File: src/verilog/ysyx_23060208_defines.svh
//************************************************
// ysyx_23060208 defines
// widths, register count, reset pc and the RV32I
// major opcodes of the execute subsystem
//************************************************
`ifndef YSYX_23060208_DEFINES_SVH
`define YSYX_23060208_DEFINES_SVH

// data and pc width
`define XLEN 32
// architectural registers, x0 included
`define NREGS 32
// first pc after reset
`define RESET_PC 32'h8000_0000

// major opcodes, inst[6:0]
`define OPC_OP     7'b0110011
`define OPC_OPIMM  7'b0010011
`define OPC_LUI    7'b0110111
`define OPC_AUIPC  7'b0010111
`define OPC_BRANCH 7'b1100011

`endif

File: src/verilog/ysyx_23060208_pkg.sv
//************************************************
// ysyx_23060208 package
// shared types of decoder, alu and execute unit
//************************************************
`include "ysyx_23060208_defines.svh"

package ysyx_23060208_pkg;

  typedef logic [`XLEN-1:0] word_t;
  typedef logic [4:0]       reg_idx_t;

  // one-hot alu control, op_add is bit 0
  typedef struct packed {
    logic op_bgeu;
    logic op_bge;
    logic op_bltu;
    logic op_blt;
    logic op_bne;
    logic op_beq;
    logic op_lui;
    logic op_sra;
    logic op_srl;
    logic op_sll;
    logic op_xor;
    logic op_or;
    logic op_and;
    logic op_sltu;
    logic op_slt;
    logic op_sub;
    logic op_add;
  } alu_op_t;

  // R-type, also gives rs1/rs2/rd/funct3 for the other formats
  typedef struct packed {
    logic [6:0] funct7;
    reg_idx_t   rs2;
    reg_idx_t   rs1;
    logic [2:0] funct3;
    reg_idx_t   rd;
    logic [6:0] opcode;
  } r_fmt_t;

  typedef struct packed {
    logic [11:0] imm;
    reg_idx_t    rs1;
    logic [2:0]  funct3;
    reg_idx_t    rd;
    logic [6:0]  opcode;
  } i_fmt_t;

  // branch offset scattered over the word
  typedef struct packed {
    logic       imm12;
    logic [5:0] imm10_5;
    reg_idx_t   rs2;
    reg_idx_t   rs1;
    logic [2:0] funct3;
    logic [3:0] imm4_1;
    logic       imm11;
    logic [6:0] opcode;
  } b_fmt_t;

  typedef struct packed {
    logic [19:0] imm31_12;
    reg_idx_t    rd;
    logic [6:0]  opcode;
  } u_fmt_t;

  // one instruction word, four views
  typedef union packed {
    r_fmt_t r_fmt;
    i_fmt_t i_fmt;
    b_fmt_t b_fmt;
    u_fmt_t u_fmt;
  } inst_t;

  typedef enum logic [1:0] {
    src1_reg,
    src1_pc,
    src1_zero
  } src1_sel_t;

  // decoder to execute unit
  typedef struct packed {
    alu_op_t   alu_op;
    src1_sel_t src1_sel;
    logic      src2_is_imm;
    word_t     imm;
    reg_idx_t  rs1;
    reg_idx_t  rs2;
    reg_idx_t  rd;
    logic      wen;
    logic      is_branch;
    logic      illegal;
  } dec_t;

  // retire report, one per issued instruction
  typedef struct packed {
    word_t    pc;
    reg_idx_t rd;
    word_t    wdata;
    logic     wen;
    logic     taken;
    logic     illegal;
  } retire_t;

endpackage

File: src/verilog/ysyx_23060208_alu.sv
//************************************************
// ysyx_23060208 alu
// one-hot op alu, shared adder for add, sub,
// compares and branches, and-or result select
//************************************************
`include "ysyx_23060208_defines.svh"

module ysyx_23060208_alu
  import ysyx_23060208_pkg::*;
(
  input  alu_op_t alu_op,
  input  word_t   alu_src1,
  input  word_t   alu_src2,
  output word_t   alu_result
);

  logic          sub_op;
  word_t         adder_b;
  logic          adder_cin;
  logic [`XLEN:0] adder_sum;
  word_t         adder_result;
  logic          adder_cout;
  logic          signed_overflow;
  logic          less_signed;
  logic          less_unsigned;
  logic          equal;
  logic          cmp_bit;
  word_t         and_result;
  word_t         or_result;
  word_t         xor_result;
  word_t         sll_result;
  logic [2*`XLEN-1:0] sr_wide;
  word_t         sr_result;

  // every compare and branch subtracts
  assign sub_op = alu_op.op_sub | alu_op.op_slt | alu_op.op_sltu
                | alu_op.op_beq | alu_op.op_bne
                | alu_op.op_blt | alu_op.op_bltu
                | alu_op.op_bge | alu_op.op_bgeu;

  // a - b as a + ~b + 1
  assign adder_b   = sub_op ? ~alu_src2 : alu_src2;
  assign adder_cin = sub_op;
  assign adder_sum = {1'b0, alu_src1} + {1'b0, adder_b}
                   + {{`XLEN{1'b0}}, adder_cin};
  assign adder_result = adder_sum[`XLEN-1:0];
  assign adder_cout   = adder_sum[`XLEN];

  // operands of equal sign giving a result of the other sign
  assign signed_overflow = (alu_src1[`XLEN-1] == adder_b[`XLEN-1])
                        && (adder_result[`XLEN-1] != alu_src1[`XLEN-1]);

  assign less_signed   = adder_result[`XLEN-1] ^ signed_overflow;
  // no carry out of a - b means a borrow
  assign less_unsigned = ~adder_cout;
  assign equal         = ~(|adder_result);

  // compare decision, lands in bit 0
  assign cmp_bit = ((alu_op.op_slt  | alu_op.op_blt ) & less_signed)
                 | ((alu_op.op_sltu | alu_op.op_bltu) & less_unsigned)
                 | (alu_op.op_bge  & ~less_signed)
                 | (alu_op.op_bgeu & ~less_unsigned)
                 | (alu_op.op_beq  & equal)
                 | (alu_op.op_bne  & ~equal);

  assign and_result = alu_src1 & alu_src2;
  assign or_result  = alu_src1 | alu_src2;
  assign xor_result = alu_src1 ^ alu_src2;

  // shift amount is src2[4:0]
  assign sll_result = alu_src1 << alu_src2[4:0];
  // upper half filled with the sign for sra, zero for srl
  assign sr_wide    = {{`XLEN{alu_op.op_sra & alu_src1[`XLEN-1]}}, alu_src1}
                    >> alu_src2[4:0];
  assign sr_result  = sr_wide[`XLEN-1:0];

  assign alu_result = ({`XLEN{alu_op.op_add | alu_op.op_sub}} & adder_result)
                    | ({`XLEN{alu_op.op_and}} & and_result)
                    | ({`XLEN{alu_op.op_or }} & or_result)
                    | ({`XLEN{alu_op.op_xor}} & xor_result)
                    | ({`XLEN{alu_op.op_sll}} & sll_result)
                    | ({`XLEN{alu_op.op_srl | alu_op.op_sra}} & sr_result)
                    | ({`XLEN{alu_op.op_lui}} & alu_src2)
                    | {{(`XLEN-1){1'b0}}, cmp_bit};

endmodule

File: src/verilog/ysyx_23060208_core_top.sv
//************************************************
// ysyx_23060208 core top
// integer execute subsystem, decoder, regfile, exu
//************************************************
module ysyx_23060208_core_top
  import ysyx_23060208_pkg::*;
(
  input  logic    clock,
  input  logic    arst_n,
  input  logic    inst_valid,
  input  inst_t   inst,
  output word_t   pc,
  output logic    retire_valid,
  output retire_t retire
);

  dec_t     dec;
  word_t    rdata1;
  word_t    rdata2;
  logic     we;
  reg_idx_t waddr;
  word_t    wdata;

  // combinational decode of the issued word
  ysyx_23060208_idu u_idu (
    .inst (inst),
    .dec  (dec)
  );

  ysyx_23060208_regfile u_regfile (
    .clock  (clock),
    .arst_n (arst_n),
    .rs1    (dec.rs1),
    .rs2    (dec.rs2),
    .rdata1 (rdata1),
    .rdata2 (rdata2),
    .we     (we),
    .waddr  (waddr),
    .wdata  (wdata)
  );

  // write back, pc and retire all at the issue edge
  ysyx_23060208_exu u_exu (
    .clock        (clock),
    .arst_n       (arst_n),
    .inst_valid   (inst_valid),
    .dec          (dec),
    .rdata1       (rdata1),
    .rdata2       (rdata2),
    .we           (we),
    .waddr        (waddr),
    .wdata        (wdata),
    .pc           (pc),
    .retire_valid (retire_valid),
    .retire       (retire)
  );

endmodule

File: src/verilog/ysyx_23060208_exu.sv
//************************************************
// ysyx_23060208 exu
// operand select, alu, branch resolve, pc and retire
//************************************************
`include "ysyx_23060208_defines.svh"

module ysyx_23060208_exu
  import ysyx_23060208_pkg::*;
(
  input  logic     clock,
  input  logic     arst_n,
  input  logic     inst_valid,
  input  dec_t     dec,
  input  word_t    rdata1,
  input  word_t    rdata2,
  output logic     we,
  output reg_idx_t waddr,
  output word_t    wdata,
  output word_t    pc,
  output logic     retire_valid,
  output retire_t  retire
);

  word_t alu_src1;
  word_t alu_src2;
  word_t alu_result;
  logic  taken;
  word_t next_pc;

  always_comb begin
    case (dec.src1_sel)
      src1_pc:   alu_src1 = pc;
      src1_zero: alu_src1 = '0;
      default:   alu_src1 = rdata1;
    endcase
  end

  // branches compare two registers, imm is only the offset
  assign alu_src2 = (dec.src2_is_imm && !dec.is_branch) ? dec.imm : rdata2;

  ysyx_23060208_alu u_alu (
    .alu_op     (dec.alu_op),
    .alu_src1   (alu_src1),
    .alu_src2   (alu_src2),
    .alu_result (alu_result)
  );

  // write port, regfile drops x0
  assign we    = inst_valid & dec.wen & ~dec.illegal;
  assign waddr = dec.rd;
  assign wdata = alu_result;

  assign taken   = dec.is_branch & ~dec.illegal & alu_result[0];
  assign next_pc = taken ? (pc + dec.imm) : (pc + `XLEN'd4);

  // pc holds when no instruction is issued
  always_ff @(posedge clock or negedge arst_n) begin
    if (!arst_n) begin
      pc <= `RESET_PC;
    end else if (inst_valid) begin
      pc <= next_pc;
    end
  end

  // retire pulse, one cycle after issue
  always_ff @(posedge clock or negedge arst_n) begin
    if (!arst_n) begin
      retire_valid <= 1'b0;
      retire       <= '0;
    end else begin
      retire_valid <= inst_valid;
      if (inst_valid) begin
        retire.pc      <= pc;
        retire.rd      <= dec.rd;
        retire.wdata   <= alu_result;
        retire.wen     <= dec.wen & ~dec.illegal;
        retire.taken   <= taken;
        retire.illegal <= dec.illegal;
      end
    end
  end

endmodule

File: src/verilog/ysyx_23060208_idu.sv
//************************************************
// ysyx_23060208 idu
// RV32I decoder, instruction word to one-hot alu op,
// operand selects and sign-extended immediate
//************************************************
`include "ysyx_23060208_defines.svh"

module ysyx_23060208_idu
  import ysyx_23060208_pkg::*;
(
  input  inst_t inst,
  output dec_t  dec
);

  logic [6:0] opcode;
  logic [2:0] funct3;
  logic [6:0] funct7;
  word_t      imm_i;
  word_t      imm_b;
  word_t      imm_u;

  // opcode, funct3 and funct7 sit at the same place in every format
  assign opcode = inst.r_fmt.opcode;
  assign funct3 = inst.r_fmt.funct3;
  assign funct7 = inst.r_fmt.funct7;

  assign imm_i = {{(`XLEN-12){inst.i_fmt.imm[11]}}, inst.i_fmt.imm};
  // bit 0 of a branch offset is always zero
  assign imm_b = {{(`XLEN-12){inst.b_fmt.imm12}}, inst.b_fmt.imm11,
                  inst.b_fmt.imm10_5, inst.b_fmt.imm4_1, 1'b0};
  assign imm_u = {inst.u_fmt.imm31_12, 12'b0};

  always_comb begin
    logic bad;
    bad = 1'b0;
    dec = '0;
    dec.src1_sel = src1_reg;
    dec.rs1 = inst.r_fmt.rs1;
    dec.rs2 = inst.r_fmt.rs2;
    dec.rd  = inst.r_fmt.rd;
    case (opcode)
      `OPC_OP: begin
        dec.wen = 1'b1;
        case (funct3)
          3'b000: begin
            if (funct7 == 7'b0000000) dec.alu_op.op_add = 1'b1;
            else if (funct7 == 7'b0100000) dec.alu_op.op_sub = 1'b1;
            else bad = 1'b1;
          end
          3'b001: dec.alu_op.op_sll  = 1'b1;
          3'b010: dec.alu_op.op_slt  = 1'b1;
          3'b011: dec.alu_op.op_sltu = 1'b1;
          3'b100: dec.alu_op.op_xor  = 1'b1;
          3'b101: begin
            if (funct7 == 7'b0100000) dec.alu_op.op_sra = 1'b1;
            else dec.alu_op.op_srl = 1'b1;
          end
          3'b110: dec.alu_op.op_or   = 1'b1;
          default: dec.alu_op.op_and = 1'b1;
        endcase
        // only add/sub and srl/sra use funct7[5]
        if (funct7 != 7'b0000000 && !(funct7 == 7'b0100000 &&
            (funct3 == 3'b000 || funct3 == 3'b101)))
          bad = 1'b1;
      end
      `OPC_OPIMM: begin
        dec.wen = 1'b1;
        dec.src2_is_imm = 1'b1;
        dec.imm = imm_i;
        case (funct3)
          3'b000: dec.alu_op.op_add  = 1'b1;
          3'b010: dec.alu_op.op_slt  = 1'b1;
          3'b011: dec.alu_op.op_sltu = 1'b1;
          3'b100: dec.alu_op.op_xor  = 1'b1;
          3'b110: dec.alu_op.op_or   = 1'b1;
          3'b111: dec.alu_op.op_and  = 1'b1;
          3'b001: begin
            dec.alu_op.op_sll = 1'b1;
            bad = (funct7 != 7'b0000000);
          end
          default: begin
            // srli / srai, shamt in imm[4:0]
            if (funct7 == 7'b0100000) dec.alu_op.op_sra = 1'b1;
            else dec.alu_op.op_srl = 1'b1;
            bad = (funct7 != 7'b0000000) && (funct7 != 7'b0100000);
          end
        endcase
      end
      `OPC_LUI: begin
        // alu passes src2 straight through
        dec.wen = 1'b1;
        dec.alu_op.op_lui = 1'b1;
        dec.src1_sel = src1_zero;
        dec.src2_is_imm = 1'b1;
        dec.imm = imm_u;
      end
      `OPC_AUIPC: begin
        dec.wen = 1'b1;
        dec.alu_op.op_add = 1'b1;
        dec.src1_sel = src1_pc;
        dec.src2_is_imm = 1'b1;
        dec.imm = imm_u;
      end
      `OPC_BRANCH: begin
        // compares rs1 with rs2, imm is the target offset
        dec.is_branch = 1'b1;
        dec.imm = imm_b;
        case (funct3)
          3'b000: dec.alu_op.op_beq  = 1'b1;
          3'b001: dec.alu_op.op_bne  = 1'b1;
          3'b100: dec.alu_op.op_blt  = 1'b1;
          3'b101: dec.alu_op.op_bge  = 1'b1;
          3'b110: dec.alu_op.op_bltu = 1'b1;
          3'b111: dec.alu_op.op_bgeu = 1'b1;
          default: bad = 1'b1;
        endcase
      end
      default: bad = 1'b1;
    endcase
    // illegal word, no op and no write
    if (bad) begin
      dec.alu_op    = '0;
      dec.wen       = 1'b0;
      dec.is_branch = 1'b0;
      dec.illegal   = 1'b1;
    end
  end

endmodule

File: src/verilog/ysyx_23060208_regfile.sv
//************************************************
// ysyx_23060208 regfile
// 32x32 registers, two async reads, one write, x0 zero
//************************************************
`include "ysyx_23060208_defines.svh"

module ysyx_23060208_regfile
  import ysyx_23060208_pkg::*;
(
  input  logic     clock,
  input  logic     arst_n,
  input  reg_idx_t rs1,
  input  reg_idx_t rs2,
  output word_t    rdata1,
  output word_t    rdata2,
  input  logic     we,
  input  reg_idx_t waddr,
  input  word_t    wdata
);

  word_t regs [0:`NREGS-1];

  // x0 is never written
  always_ff @(posedge clock or negedge arst_n) begin
    if (!arst_n) begin
      for (int i = 0; i < `NREGS; i++) begin
        regs[i] <= '0;
      end
    end else if (we && (waddr != '0)) begin
      regs[waddr] <= wdata;
    end
  end

  // reads see the value written at the previous edge
  assign rdata1 = (rs1 == '0) ? '0 : regs[rs1];
  assign rdata2 = (rs2 == '0) ? '0 : regs[rs2];

endmodule
File: config.mk
export PLATFORM = sky130hd
export DESIGN_NAME = ysyx_23060208_core_top
export DESIGN_NICKNAME = d
export VERILOG_FILES = /design/src/verilog/ysyx_23060208_pkg.sv /design/src/verilog/ysyx_23060208_alu.sv /design/src/verilog/ysyx_23060208_core_top.sv /design/src/verilog/ysyx_23060208_exu.sv /design/src/verilog/ysyx_23060208_idu.sv /design/src/verilog/ysyx_23060208_regfile.sv
export VERILOG_INCLUDE_DIRS = /design/src /design/src/verilog
export SDC_FILE = /design/constraint.sdc
export NUM_CORES = 2
export LEC_CHECK = 0
export BUFFER_PORTS_ARGS = -buffer_cell sky130_fd_sc_hd__buf_2
export CORE_MARGIN = 5
export CORE_UTILIZATION = 50
export DETAILED_ROUTE_END_ITERATION = 7
export GPL_TIMING_DRIVEN = 1
export PLACE_DENSITY = 0.66
export RECOVER_POWER = 25
export SLEW_MARGIN = 20
export SYNTH_ARGS = -nofsm -noshare
export SYNTH_HDL_FRONTEND = slang
export SYNTH_SLANG_ARGS = --single-unit
export TNS_END_PERCENT = 1
File: constraint.sdc
create_clock -name clock -period 8 [get_ports clock]
set_input_delay 0.8 -clock clock [delete_from_list [all_inputs] [get_ports clock]]
set_output_delay 0.8 -clock clock [all_outputs]
set_load 0.01 [all_outputs]
# After elaboration in Yosys (flattened, before gate mapping)

Index checks and enable logic that the tools add are counted.

Flip-flop bits (word level): 1129
Input port bits: 35
Output and inout port bits: 105
Word-level logic and storage cells: 196

Add/subtract/negate cells: 4
$lt $le $gt $ge: 4
Eq/ne operators: 18
Shift operators: 2
Muxes and demuxes: 49
Bitwise logic cells: 55
Reduce and logical (&&, ||, !) cells: 24

Operators by type and width:

| cell                  | count |
|---|---|
| $bwmux 1024           | 1 |
| $bmux 32 s5           | 2 |
| $mux 32               | 10 |
| $and 32x32->32        | 8 |
| $or 32x32->32         | 7 |
| $demux 32 s5          | 1 |
| $pmux 32 s3           | 1 |
| $pmux 32 s2           | 1 |
| $shr 64x5->32         | 1 |
| $add 32x32->33        | 1 |
| $add 33x1->33         | 1 |
| $add 32x3->32 const B | 1 |
| $add 32x32->32        | 1 |
| $not 32->32           | 1 |
| $or 32x1->32          | 1 |
| $reduce_or 32->1      | 1 |
| $shl 32x5->32         | 1 |
| $xor 32x32->32        | 1 |
| $mux 1                | 22 |
| $eq 7x6->1 const B    | 3 |
| $ge 6x6->1 const B    | 3 |
| $not 5->6             | 3 |
| $mux 17               | 1 |
| $or 1x1->1            | 17 |
| 35 further kinds      | 66 |

# Depth between registers and ports, before layout

Word-level depth: 31
Depth in mapped cells: 35
Mapped depth without buffers: 27

# By module

A second synthesis with hierarchy kept.

Cells, all modules: 5603
Area, all modules: 69988.4 um^2

By module, submodules not included:

| module                | times used | cells each | area an instance (um^2) | seq. area each (um^2) |
|---|---|---|---|---|
| ysyx_23060208_regfile | 1          | 3619       | 54436.0                 | 25624.6 |
| ysyx_23060208_alu     | 1          | 1149       | 7683.6                  | 0.0 |
| ysyx_23060208_exu     | 1          | 720        | 7091.8                  | 2628.8 |
| ysyx_23060208_idu     | 1          | 115        | 777.0                   | 0.0 |

# Worst setup path after synthesis

OpenSTA, ideal clock, no wires.

Path kind: input-to-reg
Start: input port inst[21] (netlist name)
End: register u_exu.pc[1]
Library setup time: 0.128 ns
Data arrival time: 8.127 ns
Required time: 7.872 ns
Slack: -0.255 ns
Cell stages on the path: 32
Buffers on the path: 10
Cells stage by stage: buf_2 buf_1 buf_2 buf_1 clkbuf_1 buf_1 buf_1 buf_1 mux4_2 o22ai_1 nor3_1 o21ai_0 nand2_1 xnor2_1 ha_1 clkbuf_1 o211ai_1 a21oi_1 o21ai_0 o21ai_1 a41o_1 a21oi_1 o21ai_1 nand3_1 o211ai_1 nand3_1 or4b_1 or3b_1 o211ai_4 buf_6 nand2_1 mux2_1

Word-level cells in the longest chain between the ends: 22
Elaborated cells between the ends (all ways): 53
Classes of those cells: add/sub: 3; eq/ne: 2; shift: 2; mux: 8; bitwise: 35; reduce/logical: 3

Ends and longest elaborated chain:

| element                                    | line                                             | source |
|---|---|---|
| from (decl)                                | ysyx_23060208_core_top.sv:11                     | `input inst_t inst,` |
| $not 5->6 (implied by the code)            | ysyx_23060208_regfile.sv:36                      | `assign rdata2 = (rs2 == '0) ? '0 : regs[rs2];` |
| $bmux 32 s5                                | ysyx_23060208_regfile.sv:36                      |  |
| $mux 32 (implied by the code) (2 in a row) | ysyx_23060208_regfile.sv:36                      |  |
| $mux 32                                    | ysyx_23060208_regfile.sv:36                      |  |
| $mux 32                                    | ysyx_23060208_exu.sv:39                          | `assign alu_src2 = (dec.src2_is_imm && !dec.is_branch) ? dec.imm : rdata2;` |
| $not 32->32                                | ysyx_23060208_alu.sv:42                          | `assign adder_b = sub_op ? ~alu_src2 : alu_src2;` |
| $mux 32                                    | ysyx_23060208_alu.sv:42                          |  |
| $add 32x32->33                             | ysyx_23060208_alu.sv:44                          | `assign adder_sum = {1'b0, alu_src1} + {1'b0, adder_b}` |
| (+5 left out)                              | -                                                |  |
| $or 1x1->1 or $and 1x1->1 (tied branches)  | ysyx_23060208_alu.sv:60, ysyx_23060208_alu.sv:61 |  |
| $or 1x1->1                                 | ysyx_23060208_alu.sv:61                          | `\| (alu_op.op_bge & ~less_signed)` |
| $or 1x1->1                                 | ysyx_23060208_alu.sv:62                          | `\| (alu_op.op_bgeu & ~less_unsigned)` |
| $or 1x1->1                                 | ysyx_23060208_alu.sv:63                          | `\| (alu_op.op_beq & equal)` |
| $or 1x1->1                                 | ysyx_23060208_alu.sv:64                          | `\| (alu_op.op_bne & ~equal);` |
| $or 32x1->32                               | ysyx_23060208_alu.sv:77                          | `` assign alu_result = ({`XLEN{alu_op.op_add \| alu_op.op_sub}} & adder_result) `` |
| $and 1x1->1                                | ysyx_23060208_exu.sv:53                          | `assign taken = dec.is_branch & ~dec.illegal & alu_result[0];` |
| $mux 32 *                                  | ysyx_23060208_exu.sv:54                          | `` assign next_pc = taken ? (pc + dec.imm) : (pc + `XLEN'd4); `` |
| to (signal assigned)                       | ysyx_23060208_exu.sv:59                          | `` pc <= `RESET_PC; `` |
| to (signal assigned)                       | ysyx_23060208_exu.sv:61                          | `pc <= next_pc;` |
| to (decl)                                  | ysyx_23060208_exu.sv:19                          | `output word_t pc,` |

Every way passes the cells marked *; elsewhere a longest branch is shown, timed or not. The select of a mux whose other input is x is not followed.
A chain may end at the register's enable or synchronous reset.

# Worst setup path in the final report

Start: input port inst[3] (netlist name)
End: register u_exu.pc[4]

Word-level cells in the longest chain between the ends: 27
Elaborated cells between the ends (all ways): 85
Classes of those cells: add/sub: 3; eq/ne: 9; shift: 2; mux: 16; bitwise: 49; reduce/logical: 6

Ends and longest elaborated chain:

| element                                   | line                                             | source |
|---|---|---|
| $eq 7x6->1 or $eq 7x5->1 (tied branches)  | ysyx_23060208_idu.sv:41                          | `case (opcode)` |
| $reduce_or 2->1 (no source line)          | -                                                |  |
| $pmux 1 s4                                | ysyx_23060208_idu.sv:41                          |  |
| $mux 17                                   | ysyx_23060208_idu.sv:121                         | `if (bad) begin` |
| $or 1x1->1 (2 in a row)                   | ysyx_23060208_alu.sv:36                          | `assign sub_op = alu_op.op_sub \| alu_op.op_slt \| alu_op.op_sltu` |
| $or 1x1->1 (2 in a row)                   | ysyx_23060208_alu.sv:37                          | `\| alu_op.op_beq \| alu_op.op_bne` |
| $or 1x1->1 (2 in a row)                   | ysyx_23060208_alu.sv:38                          | `\| alu_op.op_blt \| alu_op.op_bltu` |
| $or 1x1->1 (2 in a row)                   | ysyx_23060208_alu.sv:39                          | `\| alu_op.op_bge \| alu_op.op_bgeu;` |
| (+7 left out)                             | -                                                |  |
| $or 1x1->1 or $and 1x1->1 (tied branches) | ysyx_23060208_alu.sv:60, ysyx_23060208_alu.sv:61 |  |
| $or 1x1->1                                | ysyx_23060208_alu.sv:61                          |  |
| $or 1x1->1                                | ysyx_23060208_alu.sv:62                          |  |
| $or 1x1->1                                | ysyx_23060208_alu.sv:63                          |  |
| $or 1x1->1                                | ysyx_23060208_alu.sv:64                          |  |
| $or 32x1->32                              | ysyx_23060208_alu.sv:77                          |  |
| $and 1x1->1                               | ysyx_23060208_exu.sv:53                          |  |
| $mux 32 *                                 | ysyx_23060208_exu.sv:54                          |  |

Every way passes the cells marked *; elsewhere a longest branch is shown, timed or not.

==> summary.txt <==
Place
  • Number of buffer cells added on primary ports: about 140
  • RD Place Congestion: 1.01
  • Post-DP HPWL: approximately 180000 µm
  • Dpl ws: -0.102 ns

Setup path
  • Sort of element at the end of the critical path: flop
  • Launch instance of the worst register-to-register path: u_exu.pc[3]
  • FF-to-FF End: u_exu.pc[4]
  • Crit path max fanout: 20
  • Critical Path Most Common Cell: buf_4
  • Crit path DAT: between 8 and 9 ns
  • Crit start category: primary input
  • Count of cells along the worst register-to-register path: 25
  • CP max-delay cell: a2111oi_0
  • Class of the most critical setup path: primary input to flop
  • Worst stage delay on the critical path: 1.10 ns
  • Data required time at the worst endpoint: approximately 8.6 ns
  • FF-to-FF setup slack: ~0.73 ns

Pwr
  • Switching power as a share of total power: 27.7%
  • Comb pwr share: between 10 and 15%
  • Power per cell area: roughly 180 nW/µm²
  • Switching component of the power: between 0.003 and 0.004 W
  • Part of the power in the clock network: 43.9%
  • Cell-internal power: between 0.009 and 0.01 W
  • IR Drop Worst-Case VDD: approximately 0.20 mV
  • Leakage: between 30 and 40 nW
  • Sequential power share: 43.7%

Die
  • Core area: 133000 µm²
  • Height of the chip: ~380 µm
  • Die ar.: 142000 µm²
  • I/O pins: 140
  • Starting density of the core: about half
  • Number of rows in the core area: approximately 130
  • X dimension of the die: ~380 µm

STA
  • Count of pins over their slew limit: approximately 350
  • Worst Hold Slack: 0.398 ns
  • Final worst path period share: ~97%
  • Setup repair after global routing missed its margin: no
  • Post-route minimum period: 7.74 ns
  • Total Neg Setup Slack: 0 ns
  • Post-route worst setup slack: 0.257 ns
  • Fin. Hold Viols: 0
  • Clock skew: a little under 0.06 ns
  • Relative slew slack: -231%
  • Final-report setup violation count: 0
  • Actual slew at the worst max-slew pin: about 5 ns
  • Highest Clock Rate: around 130 MHz

Drt
  • Routed WL: between 200000 and 300000 µm
  • DR WL met2: between 100000 and 150000 µm
  • Detail Route Antenna Nets: 0
  • Routed vias: 59700
  • Vias per inst: about 6.7
  • Detailed-route wire length on metal 1: approximately 100000 µm
  • Average wire length per cell after detail routing: 31.2 µm
  • Length of the first detailed-routing pass in iterations: 7
  • Final routed DRC violation total: 0
  • Highest metal used: met5
  • DRC marker count from the first detailed-route iteration: about 7600
  • Routed length on met3: 33700 µm

CTS
  • Post-CTS Hold Buffers: 0
  • Number of clock buffers inserted by TritonCTS: approximately 120
  • Later-pin clock latency in the skew report: around 0.78 ns
  • H-tree depth: 3
  • Post-CTS setup buffer count: 0
  • CTS tree: done
  • Root buffer selected by CTS: clkbuf_16
  • Post-cts sizing count: 0
  • Clock sink total: about 1100
  • Clock Tree Buf Depth: 3
  • Clock slew seen by the registers of the worst setup and hold paths: 0.06 ns

Run
  • Max-cap check violation count: 5

Synthesis
  • Mean instance size in the synthesized netlist: around 9.6 µm²
  • Cell with the most instances after synthesis: nand2_1
  • Area of the mapped netlist: 67200 µm²
  • Fraction of the yosys area taken by sequential cells: roughly 42%
  • Count of different cell masters after synthesis: between 100 and 150
  • Area share of the leading cell type in the synthesized netlist: 42.0%
  • Share of synthesized registers carrying an async set or reset: 100%
  • Post-Syn Instances: 6995
  • Post-synth top area cell: dfrtp_1
  • Count of flip-flops with a built-in enable after synthesis: 0
  • Most common flop cell mapped by yosys: dfrtp_1
  • Most numerous cell types in the synthesized netlist: nand2_1 (1347), o21ai_0 (1172), dfrtp_1 (1128), clkbuf_1 (493), mux2i_1 (408)
  • Post-synthesis net count: between 7000 and 8000
  • Yosys warnings: 0
  • Yosys reg bits: between 1000 and 1500
  • Area contributors post-synth: dfrtp_1 (42%), mux4_2 (12%), o21ai_0 (8.7%)

Min path
  • Count of cells along the worst hold path: 0
  • End point of the most critical hold path: u_regfile.regs[1001]
  • Start point of the worst min-delay path: u_regfile.regs[1001]
  • Hold crit path type: flop to flop

Final layout
  • Fraction of layout cells with a size suffix above 1: between 10% and 20%
  • Number of fill cells in the layout: approximately 12000
  • # nets final: 7144
  • Post-synthesis to final-layout area growth: 12.0%

Global route
  • Largest net degree at the start of global routing: 149
  • Overflow left after global routing: 0
  • Antenna violations before repair: 18
  • Overall global routing resource usage: 38.3%
  • Number of global-route vias before repair: between 50000 and 60000
  • Global-route wire length before repair: 401000 µm

Outcome
  • Violations in the final reports: max-capacitance violations, max-slew violations
  • Run status: complete, but fails checks
==> how the worst max path moves through the flow <==
stage	slack [ns]	endpoint	cells past startpoint	start
floorplan	0.07	u_exu.pc[1]	33	inst[20]
CTS	0.66	u_exu.pc[4]	32	inst[3]
global placement	-0.01	u_exu.pc[6]	27	inst[18]
detailed placement	-0.10	u_exu.pc[4]	32	inst[3]
global route	0.12	u_exu.pc[4]	31	inst[3]
finish	0.26	u_exu.pc[4]	32	inst[3]
==> power by group through the flow <==
stage / logic [W] / clock network (W) / registers, W
finish: 0.00167 / 0.00592 / 0.00589
global route: 0.00177 / 0.00618 / 0.00589
floorplan: 0.000857 / 0 / 0.00595
detailed placement: 0.00163 / 0 / 0.00599
global placement: 0.00163 / 0 / 0.00599
CTS: 0.00164 / 0.00594 / 0.00589
==> metrics by stage <==
stage / std cells / power [W] / util, % / area, µm²
3_3_place_gp: 8624 / 0.00762 / 53.3 / 71100
5_1_grt: 8845 / 0.0138 / 56.4 / 75300
2_1_floorplan: 6995 / 0.00681 / - / 67200
6_report: 8856 / 0.0135 / 56.4 / 75300
4_1_cts: 8844 / 0.0135 / 56.4 / 75300
3_5_place_dp: 8624 / 0.00762 / 53.3 / 71100
==> registers in the layout (all words and copies together), names as in the netlist <==
name and count:
u_regfile.regs 1024, u_exu.retire 72, u_exu.pc 32, u_exu.retire_valid 1
==> critical path, delay by kind of cell <==
kind,cells,cell delay [ns]
mux,1,0.21
compound gates,8,2.46
simple gates,13,2.74
fa+ha+maj,2,0.67
buf+inv,8,1.39
==> routing by layer <==
| metal | global-route usage [%] | up-vias |
|---|---|---|
| li1 | - | 25400 |
| met1 | 50.7 | 29600 |
| met2 | 56.9 | 3824 |
| met3 | 11.4 | 964 |
| met4 | 20.7 | 10 |
| met5 | 0 | - |
==> cell type report <==
class,instances,area [µm²],share of cell area (%)
clock buffer,170,3490,4.64
inverter,128,482,0.640
sequential,1129,28300,37.5
timing repair buffer,520,4020,5.34
multi-input combinational,5079,36100,48.0
tap,1768,2210,2.94
clock inverter,50,656,0.871
antenna,12,30.0,0.0399
==> placed cells by master (no fill, tap or decap), types with 66 or more instances in the layout <==
| master | instances |
|---|---|
| nand2_1 | 1316 |
| o22ai_1 | 87 |
| mux2i_1 | 408 |
| a21oi_1 | 270 |
| o21ai_0 | 1171 |
| nor3_1 | 105 |
| buf_4 | 340 |
| ha_1 | 130 |
| buf_2 | 130 |
| inv_1 | 120 |
| nor2_1 | 246 |
| dfrtp_1 | 1128 |
| o221ai_1 | 126 |
| xnor2_1 | 66 |
| clkbuf_16 | 120 |
| mux4_2 | 352 |
==> cell families after synthesis <==
group | synth area share, %
muxes | 19.0
AOI/OAI and AO/OA | 18.4
adders and majority gates | 2.48
DFF | 42.0
buffers and inverters | 4.99
and+or+nand+nor | 12.0
xor gates and xnor gates | 1.08
Power figures use the tool's default switching activity.
